--- src/rom_image.hex ---
// One 32-bit hex word per line: 14 data words, then digest word 0 and word 1
00000011
00000202
00000473
00000624
000008D5
00000AC6
00000CB7
00000E68
00001199
0000138A
000015FB
000017AC
0000195D
00001B4E
000000EE
0000C2A0

--- src/verilog/rom_check_pkg.sv ---
/*
 * ROM integrity checker shared definitions
 * Widths, word types, ROM port structs and the multi-bit boolean
 * encoding used for the good flag
 */
package rom_check_pkg;

  // ROM geometry, expected digest sits in the top words
  localparam int unsigned rom_words_lp    = 16;
  localparam int unsigned digest_words_lp = 2;
  localparam int unsigned data_words_lp   = rom_words_lp - digest_words_lp;

  // Image loaded into the ROM at elaboration
  localparam string rom_image_lp = "/design/src/rom_image.hex";

  typedef logic [3:0]  rom_addr_t;
  typedef logic [31:0] rom_data_t;
  // Word 0 in the low half
  typedef logic [63:0] digest_t;
  typedef logic        word_idx_t;

  // Read request, strobe plus word address
  typedef struct packed {
    logic      req;
    rom_addr_t addr;
  } rom_req_t;

  // Read response, one-cycle valid with its data
  typedef struct packed {
    logic      rvalid;
    rom_data_t rdata;
  } rom_rsp_t;

  // Multi-bit boolean, anything else counts as invalid
  typedef logic [3:0] mubi4_t;
  localparam mubi4_t mubi4_true_lp  = 4'h6;
  localparam mubi4_t mubi4_false_lp = 4'h9;

  // Comparator FSM, encoding 2'b11 is unused and flagged
  typedef enum logic [1:0] {
    cmp_waiting  = 2'b00,
    cmp_checking = 2'b01,
    cmp_done     = 2'b10
  } cmp_state_e;

endpackage
--- src/verilog/rom_check_top.sv ---
/*
 * ROM integrity checker top
 * ROM shared by the digest engine and a host read port through a
 * fixed-priority arbiter, digest result judged by the comparator
 */
module rom_check_top (
  input  logic                     clk_i,
  input  logic                     rst_ni,
  input  logic                     start_i,
  input  logic                     host_req_i,
  input  rom_check_pkg::rom_addr_t host_addr_i,
  output logic                     host_rvalid_o,
  output rom_check_pkg::rom_data_t host_rdata_o,
  output logic                     done_o,
  output rom_check_pkg::mubi4_t    good_o,
  output logic                     alert_o
);
  import rom_check_pkg::*;

  rom_req_t  eng_req;
  rom_rsp_t  eng_rsp;
  rom_rsp_t  host_rsp;
  rom_req_t  mem_req;
  rom_data_t mem_rdata;
  logic      cmp_start;
  digest_t   digest;
  digest_t   exp_digest;

  rom_mem u_mem (
    .clk_i   (clk_i),
    .req_i   (mem_req),
    .rdata_o (mem_rdata)
  );

  // Engine has priority over the host
  rom_arbiter u_arbiter (
    .clk_i       (clk_i),
    .rst_ni      (rst_ni),
    .eng_req_i   (eng_req),
    .eng_rsp_o   (eng_rsp),
    .host_req_i  (host_req_i),
    .host_addr_i (host_addr_i),
    .host_rsp_o  (host_rsp),
    .mem_req_o   (mem_req),
    .mem_rdata_i (mem_rdata)
  );

  rom_digest u_digest (
    .clk_i        (clk_i),
    .rst_ni       (rst_ni),
    .start_i      (start_i),
    .req_o        (eng_req),
    .rsp_i        (eng_rsp),
    .cmp_start_o  (cmp_start),
    .digest_o     (digest),
    .exp_digest_o (exp_digest)
  );

  rom_compare u_compare (
    .clk_i        (clk_i),
    .rst_ni       (rst_ni),
    .start_i      (cmp_start),
    .done_o       (done_o),
    .good_o       (good_o),
    .digest_i     (digest),
    .exp_digest_i (exp_digest),
    .alert_o      (alert_o)
  );

  // Host response split onto plain ports
  assign host_rvalid_o = host_rsp.rvalid;
  assign host_rdata_o  = host_rsp.rdata;

endmodule

--- src/verilog/rom_compare.sv ---
/*
 * Digest comparator
 * Walks the two digests one 32-bit word per cycle, then holds done
 * and a multi-bit good value. Any control-flow or counter
 * inconsistency raises a sticky alert
 */
module rom_compare (
  input  logic                   clk_i,
  input  logic                   rst_ni,
  input  logic                   start_i,
  output logic                   done_o,
  output rom_check_pkg::mubi4_t  good_o,
  input  rom_check_pkg::digest_t digest_i,
  input  rom_check_pkg::digest_t exp_digest_i,
  output logic                   alert_o
);
  import rom_check_pkg::*;

  cmp_state_e state_q;
  cmp_state_e state_d;
  word_idx_t  idx_q;
  logic       last_word;
  logic       idx_incr;
  logic       match_q;
  logic       match_next;
  rom_data_t  dig_word;
  rom_data_t  exp_word;
  mubi4_t     good_q;
  logic       alert_q;
  logic       fsm_alert;
  logic       start_alert;
  logic       wait_idx_alert;
  logic       done_idx_alert;

  assign last_word = (idx_q == word_idx_t'(digest_words_lp - 1));

  // Next state
  always_comb begin
    state_d   = state_q;
    fsm_alert = 1'b0;
    case (state_q)
      cmp_waiting: begin
        if (start_i) begin
          state_d = cmp_checking;
        end
      end
      cmp_checking: begin
        // One word per cycle
        if (last_word) begin
          state_d = cmp_done;
        end
      end
      cmp_done: begin
        // Terminal until reset
        state_d = cmp_done;
      end
      default: begin
        fsm_alert = 1'b1;
      end
    endcase
  end

  // Current word pair
  assign dig_word = digest_i[32*idx_q +: 32];
  assign exp_word = exp_digest_i[32*idx_q +: 32];

  assign idx_incr   = (state_q == cmp_checking) && !last_word;
  assign match_next = (state_q == cmp_checking) ? (match_q && (dig_word == exp_word))
                                                : match_q;

  // Consistency checks
  assign start_alert    = start_i && (state_q != cmp_waiting);
  assign wait_idx_alert = (state_q == cmp_waiting) && (idx_q != '0);
  assign done_idx_alert = (state_q == cmp_done) && !last_word;

  always_ff @(posedge clk_i or negedge rst_ni) begin
    if (!rst_ni) begin
      state_q <= cmp_waiting;
      idx_q   <= '0;
      match_q <= 1'b1;
      good_q  <= mubi4_false_lp;
      alert_q <= 1'b0;
    end else begin
      state_q <= state_d;
      if (idx_incr) begin
        idx_q <= idx_q + 1'b1;
      end
      match_q <= match_next;
      // Good lands together with done
      good_q  <= ((state_d == cmp_done) && match_next) ? mubi4_true_lp : mubi4_false_lp;
      // Sticky until reset
      alert_q <= alert_q | fsm_alert | start_alert | wait_idx_alert | done_idx_alert;
    end
  end

  assign done_o  = (state_q == cmp_done);
  assign good_o  = good_q;
  assign alert_o = alert_q;

endmodule

--- src/verilog/rom_digest.sv ---
/*
 * ROM digest engine
 * On start, reads all 16 ROM words on back-to-back cycles, folds the
 * 14 data words into a 64-bit digest with a rotate/xor/add rule and
 * captures the 2 stored words as the expected digest. Pulses the
 * comparator start one cycle after the last response
 */
module rom_digest (
  input  logic                    clk_i,
  input  logic                    rst_ni,
  input  logic                    start_i,
  output rom_check_pkg::rom_req_t req_o,
  input  rom_check_pkg::rom_rsp_t rsp_i,
  output logic                    cmp_start_o,
  output rom_check_pkg::digest_t  digest_o,
  output rom_check_pkg::digest_t  exp_digest_o
);
  import rom_check_pkg::*;

  logic      busy_q;
  logic      req_active_q;
  rom_addr_t req_addr_q;
  rom_addr_t rsp_cnt_q;
  digest_t   digest_q;
  digest_t   exp_q;
  logic      cmp_start_q;
  logic      launch;
  logic      last_req;
  logic      last_rsp;
  logic      data_rsp;
  rom_data_t fold_lo;
  rom_data_t fold_hi;
  word_idx_t exp_idx;

  // Start ignored while a pass is running
  assign launch   = start_i && !busy_q;
  assign last_req = (req_addr_q == rom_addr_t'(rom_words_lp - 1));
  assign last_rsp = rsp_i.rvalid && (rsp_cnt_q == rom_addr_t'(rom_words_lp - 1));

  // Responses below the digest area are data words
  assign data_rsp = (rsp_cnt_q < rom_addr_t'(data_words_lp));
  // Digest word slot for addresses 14 and 15
  assign exp_idx  = word_idx_t'(rsp_cnt_q - rom_addr_t'(data_words_lp));

  // Low half rotl 5 then xor, high half adds word xor index
  assign fold_lo = {digest_q[26:0], digest_q[31:27]} ^ rsp_i.rdata;
  assign fold_hi = digest_q[63:32] + (rsp_i.rdata ^ rom_data_t'(rsp_cnt_q));

  // Request and response counters
  always_ff @(posedge clk_i or negedge rst_ni) begin
    if (!rst_ni) begin
      busy_q       <= 1'b0;
      req_active_q <= 1'b0;
      req_addr_q   <= '0;
      rsp_cnt_q    <= '0;
      cmp_start_q  <= 1'b0;
    end else begin
      cmp_start_q <= last_rsp;
      if (launch) begin
        busy_q       <= 1'b1;
        req_active_q <= 1'b1;
        req_addr_q   <= '0;
        rsp_cnt_q    <= '0;
      end else begin
        // Address wraps back to 0 after the last word
        if (req_active_q) begin
          req_addr_q <= req_addr_q + 1'b1;
          if (last_req) begin
            req_active_q <= 1'b0;
          end
        end
        if (rsp_i.rvalid) begin
          rsp_cnt_q <= rsp_cnt_q + 1'b1;
        end
        if (last_rsp) begin
          busy_q <= 1'b0;
        end
      end
    end
  end

  // Running digest, cleared for every pass
  always_ff @(posedge clk_i or negedge rst_ni) begin
    if (!rst_ni) begin
      digest_q <= '0;
    end else if (launch) begin
      digest_q <= '0;
    end else if (rsp_i.rvalid && data_rsp) begin
      digest_q <= {fold_hi, fold_lo};
    end
  end

  // Stored digest words
  always_ff @(posedge clk_i) begin
    if (rsp_i.rvalid && !data_rsp) begin
      exp_q[32*exp_idx +: 32] <= rsp_i.rdata;
    end
  end

  assign req_o        = '{req: req_active_q, addr: req_addr_q};
  assign cmp_start_o  = cmp_start_q;
  assign digest_o     = digest_q;
  assign exp_digest_o = exp_q;

endmodule

--- src/verilog/rom_arbiter.sv ---
/*
 * ROM port arbiter
 * Fixed priority between the digest engine and the host read port.
 * The engine always wins, a blocked host request waits in a one-deep
 * pending slot and read data returns to the peer that owned the
 * request issued one cycle earlier
 */
module rom_arbiter (
  input  logic                     clk_i,
  input  logic                     rst_ni,
  input  rom_check_pkg::rom_req_t  eng_req_i,
  output rom_check_pkg::rom_rsp_t  eng_rsp_o,
  input  logic                     host_req_i,
  input  rom_check_pkg::rom_addr_t host_addr_i,
  output rom_check_pkg::rom_rsp_t  host_rsp_o,
  output rom_check_pkg::rom_req_t  mem_req_o,
  input  rom_check_pkg::rom_data_t mem_rdata_i
);
  import rom_check_pkg::*;

  logic      pend_q;
  rom_addr_t pend_addr_q;
  logic      host_grant;
  logic      rsp_valid_q;
  logic      rsp_host_q;

  // Host gets the port only in a cycle with no engine request
  assign host_grant = !eng_req_i.req && (pend_q || host_req_i);

  // Engine first, then the pending host read, then a fresh host read
  always_comb begin
    if (eng_req_i.req) begin
      mem_req_o = eng_req_i;
    end else if (pend_q) begin
      mem_req_o = '{req: 1'b1, addr: pend_addr_q};
    end else begin
      mem_req_o = '{req: host_req_i, addr: host_addr_i};
    end
  end

  // Pending slot and owner of the read in flight
  always_ff @(posedge clk_i or negedge rst_ni) begin
    if (!rst_ni) begin
      pend_q      <= 1'b0;
      rsp_valid_q <= 1'b0;
      rsp_host_q  <= 1'b0;
    end else begin
      if (host_req_i && eng_req_i.req) begin
        pend_q <= 1'b1;
      end else if (host_grant) begin
        pend_q <= 1'b0;
      end
      rsp_valid_q <= mem_req_o.req;
      rsp_host_q  <= host_grant;
    end
  end

  // Address of a blocked host read
  always_ff @(posedge clk_i) begin
    if (host_req_i && eng_req_i.req) begin
      pend_addr_q <= host_addr_i;
    end
  end

  // Data goes to both, only the owner sees rvalid
  assign eng_rsp_o  = '{rvalid: rsp_valid_q && !rsp_host_q, rdata: mem_rdata_i};
  assign host_rsp_o = '{rvalid: rsp_host_q, rdata: mem_rdata_i};

endmodule

--- src/verilog/rom_mem.sv ---
/*
 * Boot ROM array
 * 16 words preloaded from the image file, one registered read port
 * with data one cycle after the request strobe
 */
module rom_mem (
  input  logic                    clk_i,
  input  rom_check_pkg::rom_req_t req_i,
  output rom_check_pkg::rom_data_t rdata_o
);
  import rom_check_pkg::*;

  // ROM contents
  rom_data_t mem [rom_words_lp];

  // Fixed image, never written at runtime
  initial begin
    $readmemh(rom_image_lp, mem);
  end

  // Registered read, output holds between requests
  always_ff @(posedge clk_i) begin
    if (req_i.req) begin
      rdata_o <= mem[req_i.addr];
    end
  end

endmodule

--- config.mk ---
export PLATFORM = sky130hd
export DESIGN_NAME = rom_check_top
export DESIGN_NICKNAME = d
export VERILOG_FILES = /design/src/verilog/rom_check_pkg.sv /design/src/verilog/rom_check_top.sv /design/src/verilog/rom_compare.sv /design/src/verilog/rom_digest.sv /design/src/verilog/rom_arbiter.sv /design/src/verilog/rom_mem.sv
export SDC_FILE = /design/constraint.sdc
export NUM_CORES = 1
export LEC_CHECK = 0
export BUFFER_PORTS_ARGS = -buffer_cell sky130_fd_sc_hd__buf_2
export CAP_MARGIN = 20
export CORE_MARGIN = 2
export CORE_UTILIZATION = 46
export DETAILED_ROUTE_END_ITERATION = 6
export GPL_TIMING_DRIVEN = 0
export HOLD_SLACK_MARGIN = 0.02
export PLACE_DENSITY = 0.77
export SLEW_MARGIN = 20
export SYNTH_ARGS = -nofsm -noshare
export SYNTH_HDL_FRONTEND = slang
export SYNTH_SLANG_ARGS = --single-unit
--- constraint.sdc ---
create_clock -name clk_i -period 1.44 [get_ports clk_i]
set_input_delay 0.288 -clock clk_i [delete_from_list [all_inputs] [get_ports clk_i]]
set_output_delay 0.288 -clock clk_i [all_outputs]
set_load 0.02 [all_outputs]
==> out/results.txt, run 1 <==
Clk pin slew, worst setup/hold paths = 110 ps
DRC Markers = 0
cell count after synthesis = 109
Static Leak = 0.755 nW
top cells by area, synth = dfrtp_1, buf_4, dfstp_2
Routed WL = 1530 um
Reg2Reg Setup Slack = 280 ps
achievable clock frequency = 0.725 GHz
DP HPWL = 1240 um
Synth area leader = dfrtp_1
area of the multi-input gates = 422 um^2
Top Ports = 47
max incr delay on CP = 470 ps
DIE AREA = 2810 um^2
cell internal pwr = 1.29 mW
H-tree levels = 1
critical path capture point type = output pin
CTS buffer count = 3
switching share of power = 36.4%
Clk Latency, worst-skew pair = 300 ps
CTS Sinks = 21
P per Cell Area = 1490 nW/um^2
Hold Path Stages = 2
DR pass1 iterations = 4
TNS Setup = 0 ps
Seq pwr share = 46.3%
routed len/inst = 8.27 um
CTS tree = done
Mapped Avg Cell Area = 10.1 um^2
# setup viols final = 0
Root Buffer = clkbuf_4
IO buf count = 10
VDD IR max = 1.31 mV
Yosys cell types = 28
core area = 2230 um^2
Fillers = 204
share of post-route cells with drive strength above 1 = 35.0%
slowest CP cell = dfrtp_2
GRT Residual Overflow = 0
FF+latch count, synth = 21
NetSw = 742 uW
Tcrit/Tclk final = 95.7%
Critical R2R Capture = u_digest.rsp_cnt_q[3]
area delta synth->final = 23.7%
All-Layer GR Usage = 12.4%
area of the mapped netlist = 1100 um^2
share of Yosys cell area claimed by the top area cell type = 43.0%
type of origin of the critical path = flop
Worst Path Buf+Inv = 1
Max-Cap Viols = 0
crit-path cells = nor2b_4 -> buf_2
FF+latch area = 529 um^2
Max FO, Critical Path = 5
Vias = 722
Crit path max-delay family = flip-flops
Detail Route Antenna Nets = 0
critical path class = flop to output pin
Slew Viols, Final = 0
unrepaired setup endpoints after global routing = false
Hold Startpoint = host_req_i
Final Net Count = 168
row count = 17
Chip Width = 53.0 um
Comb pwr share = 40.2%
Hold Violations, Final = 0
Worst EP arrival = 1090 ps
Synth warnings = 0
Critical Path RT = 1150 ps
Starting Density = 49.5%
Die Ht = 53.0 um
antenna violations before repair = 0
vias in the first global route = 614
post-synthesis sequential area ratio = 47.8%
Worst Hold Class = input port to flop
status = finished, final reports clean
Period minus WS final = 1380 ps
Clock power frac = 13.5%
RePlAce Congestion = 0.656
Register-to-Register Path Depth = 3
end of the worst hold path = u_arbiter.rsp_valid_q
via/cell ratio = 3.90
DRT iter0 DRCs = 2
first-pass GRT wire length = 2500 um
Crit Reg-Reg Startpoint = u_arbiter.rsp_host_q
largest net degree at the start of global routing = 22
# diodes = 0
worst clock skew = 11.9 ps
worst hold slack = 195 ps
Clock Tree Buf Depth = 2
## how the worst max path moves through the flow
| stage | from | slack [ps] | to | cells after the start |
|---|---|---|---|---|
| after CTS | u_compare.state_q[0] | 2 | done_o | 2 |
| final | u_compare.state_q[0] | 60 | done_o | 2 |
| after global placement | u_compare.state_q[0] | 300 | done_o | 2 |
| after global routing | u_compare.state_q[0] | 10 | done_o | 2 |
| after detailed placement | u_compare.state_q[0] | 260 | done_o | 2 |
| after floorplan | u_compare.state_q[0] | 150 | u_compare.alert_o | 3 |
## cells in the final DEF (no fill, tap or decap), drive strengths merged, types with 3 or more instances in the layout
cell / netlist / routed
nor2: 10 / 10
mux2i: 3 / 3
nor2b: 3 / 3
xor2: 3 / 3
inv: 4 / 4
buf: 35 / 47
nand2: 7 / 7
clkbuf: 1 / 5
dfrtp: 19 / 19
conb: 1 / 32
## routing by layer
layer	up-vias	track usage, %	routed length [um]	part of all wire (%)
li1	376	-	-	-
met1	314	13.1	549	36
met2	29	22.9	810	53
met4	0	2.56	10	0.65
met5	-	0	0	0
met3	3	5.08	159	10
## worst reg2reg max path, cell delays in order, from the launching register on
cell and delay [ps]:
dfrtp_1 410, nand3b_1 210, or3_1 360, a21oi_1 140
## registers in the layout, indices dropped and copies added (netlist names)
register	cells
u_arbiter.pend_q	1
u_digest.busy_q	1
u_compare.alert_o	1
u_digest.cmp_start_o	1
u_digest.req_active_q	1
u_compare.state_q	2
u_compare.good_o	2
u_compare.idx_q	1
u_digest.rsp_cnt_q	4
u_arbiter.rsp_host_q	1
u_arbiter.rsp_valid_q	1
u_compare.match_q	1
u_digest.req_addr_q	4
## power groups by stage
stage,sequential (mW),combinational [mW],clock [mW]
final,0.942,0.819,0.276
after global routing,0.974,0.924,0.310
after CTS,0.942,0.793,0.285
after detailed placement,0.949,0.788,0
after global placement,0.931,0.733,0
after floorplan,0.928,0.636,0
## Yosys cell counts
master    instances
buf_4            34
dfrtp_1          19
nor2_1           10
nand2_1           7
inv_1             4
mux2i_1           3
nor2b_1           3
xor2_1            3
a21oi_1           2
dfstp_2           2
ha_1              2
nand3b_1          2
or3_1             2
xnor2_1           2
a21o_1            1
a31oi_1           1
a32oi_1           1
and2_1            1
and2b_4           1
buf_2             1
clkbuf_1          1
conb_1            1
nand2b_1          1
nand3_1           1
nand4_1           1
o21ai_0           1
o21bai_1          1
or2_1             1
## cells by family (layout without fill, tap and decap cells)
| logic type | after synthesis | after routing | share of synthesized area (%) |
|---|---|---|---|
| DFF | 21 | 21 | 47.8 |
| muxes | 3 | 3 | 2.72 |
| xor gates and xnor gates | 5 | 5 | 3.96 |
| buffers and inverters | 40 | 57 | 25.3 |
| other | 1 | 32 | 0.339 |
| AOI/OAI and AO/OA | 7 | 7 | 4.08 |
| adders and majority gates | 2 | 2 | 2.26 |
| and+or+nand+nor | 30 | 30 | 13.6 |
## metrics by stage
step | instances | worst slack [ps] | util, % | area (um^2) | total power [mW]
2_1_floorplan | 140 | 148 | - | 1220 | 1.56
3_3_place_gp | 178 | 305 | 58.5 | 1310 | 1.66
3_5_place_dp | 178 | 257 | 58.5 | 1310 | 1.74
4_1_cts | 183 | 2.16 | 60.3 | 1350 | 2.02
5_1_grt | 185 | 11.4 | 61.2 | 1370 | 2.21
6_report | 185 | 61.4 | 61.2 | 1370 | 2.04
## layout make-up
type | instances | share of cell area [%]
timing repair buffer | 13 | 5.49
sequential | 21 | 38.7
inverter | 4 | 1.10
buffer | 36 | 19.3
multi-input combinational | 79 | 30.9
tap | 28 | 2.56
clock buffer | 4 | 1.92
## repair_timing
item                                    4_1_cts  5_1_grt
hold buffers                                  1        0
buffers inserted                              0        2
gates resized for setup                       2        1
endpoints found under the setup margin        1        1
endpoints found under the hold margin        19        0
No activity file was read; power rests on OpenSTA's default activity.
==> run 2: changes to the inputs <==
- CORE_MARGIN: 2 -> 8
==> out/results.txt, run 2 (same netlist as run 1, synthesis figures left out) <==
VDD IR max = 1.01 mV
Final Net Count = 168
TNS Setup = 0 ps
CTS buffer count = 3
crit-path cells = buf_4 -> buf_2
antenna violations before repair = 0
share of post-route cells with drive strength above 1 = 35.7%
Max FO, Critical Path = 2
Worst Hold Class = input port to flop
area delta synth->final = 23.6%
Comb pwr share = 40.3%
Post-DP Area = 1310 um^2
DRC Markers = 0
row count = 17
Routed WL = 1850 um
Top Registers = u_digest.req_addr_q: 4 flops, u_digest.rsp_cnt_q: 4 flops
Static Leak = 0.751 nW
DRT iter0 DRCs = 11
most frequent cells in the layout = buf_4, conb_1, dfrtp_1, buf_2, nor2_1
Seq pwr share = 45.8%
most common cell after layout, fill and taps aside = buf_4
Clk pin slew, worst setup/hold paths = 120 ps
status = finished, final reports clean
H-tree levels = 1
vias in the first global route = 683
FF+latch area = 529 um^2
via/cell ratio = 3.98
All-Layer GR Usage = 8.66%
Tcrit/Tclk final = 95.6%
worst hold slack = 191 ps
Worst Path Buf+Inv = 2
unrepaired setup endpoints after global routing = false
CTS tree = done
switching share of power = 36.5%
Root Buffer = clkbuf_4
Chip Width = 65.0 um
slowest CP cell = dfstp_2
IO buf count = 10
Worst EP arrival = 1090 ps
Post-Layout Cell Count = 185
Hold Violations, Final = 0
dpl ws = 280 ps
Top Ports = 47
cell internal pwr = 1.29 mW
critical path class = flop to output pin
Clk Latency, worst-skew pair = 310 ps
Final Core Density = 61.1%
Slew Viols, Final = 0
Starting Density = 49.5%
Max-Cap Viols = 0
RePlAce Congestion = 0.662
max incr delay on CP = 550 ps
final total power = 2.03 mW
core area = 2230 um^2
final instance area = 1370 um^2
worst clock skew = 7.40 ps
Fillers = 210
Period minus WS final = 1380 ps
largest net degree at the start of global routing = 22
dpl cells = 178
Die Ht = 65.0 um
achievable clock frequency = 0.726 GHz
Clock power frac = 13.9%
DR pass1 iterations = 4
P per Cell Area = 1490 nW/um^2
Crit path max-delay family = flip-flops
GRT Residual Overflow = 0
DP HPWL = 1490 um
Detail Route Antenna Nets = 0
# setup viols final = 0
NetSw = 743 uW
type of origin of the critical path = flop
CTS Sinks = 21
# diodes = 0
DIE AREA = 4230 um^2
Critical Path RT = 1150 ps
Vias = 737
setup slack after layout = 62.9 ps
area of the multi-input gates = 417 um^2
routed len/inst = 9.98 um
first-pass GRT wire length = 2960 um
critical path capture point type = output pin
Clock Tree Buf Depth = 2
==> run 2: layout make-up <==
| type | count | share of cell area, % |
|---|---|---|
| flip-flops and latches | 21 | 38.8 |
| multi-input cells | 79 | 30.5 |
| plain buffers | 36 | 19.3 |
| repair buffers | 13 | 5.68 |
| well taps | 28 | 2.57 |
| clock buffers | 3 | 1.65 |
| inverters | 4 | 1.10 |
| clock inverters | 1 | 0.367 |
==> run 2: what timing repair did <==
action	CTS	global route
hold endpoints to repair	19	0
hold buffers	1	0
gates resized for setup	2	1
setup endpoints to repair	1	1
setup buffers	0	2
==> run 2: worst paths after layout <==
path,from,endpoint,slack (ps),depth (start not counted)
worst max-delay path,u_compare.good_o[0],good_o[3],60,2
worst min-delay path,host_req_i,u_arbiter.rsp_valid_q,190,2
worst max register to register,u_arbiter.rsp_host_q,u_digest.rsp_cnt_q[3],260,3
worst min register to register,u_compare.alert_o,u_compare.alert_o,470,1
max in group asynchronous,rst_ni,u_compare.match_q,650,2
min in group asynchronous,rst_ni,u_digest.rsp_cnt_q[1],440,2
==> run 2: power groups by stage <==
stage               clock network, mW  logic (mW)  registers, mW
floorplan                           0       0.636          0.928
global placement                    0       0.736          0.932
detailed placement                  0       0.782          0.947
CTS                             0.293       0.785          0.941
global route                    0.324       0.930          0.960
finish                          0.282       0.819          0.932
==> run 2: metal layers <==
layer	vias up	GRT usage [%]	share of wire [%]
li1	374	-	-
met1	333	8.32	38
met2	28	14.9	48
met3	2	4.64	13
met4	0	4.09	1.0
met5	-	0	0
==> run 2: worst register-to-register path: cells and delay by family, from the launching register on <==
| family | cells | cell delay, ps |
|---|---|---|
| flip-flops | 1 | 420 |
| AO/OA/AOI/OAI | 1 | 140 |
| AND/OR/NAND/NOR | 2 | 560 |
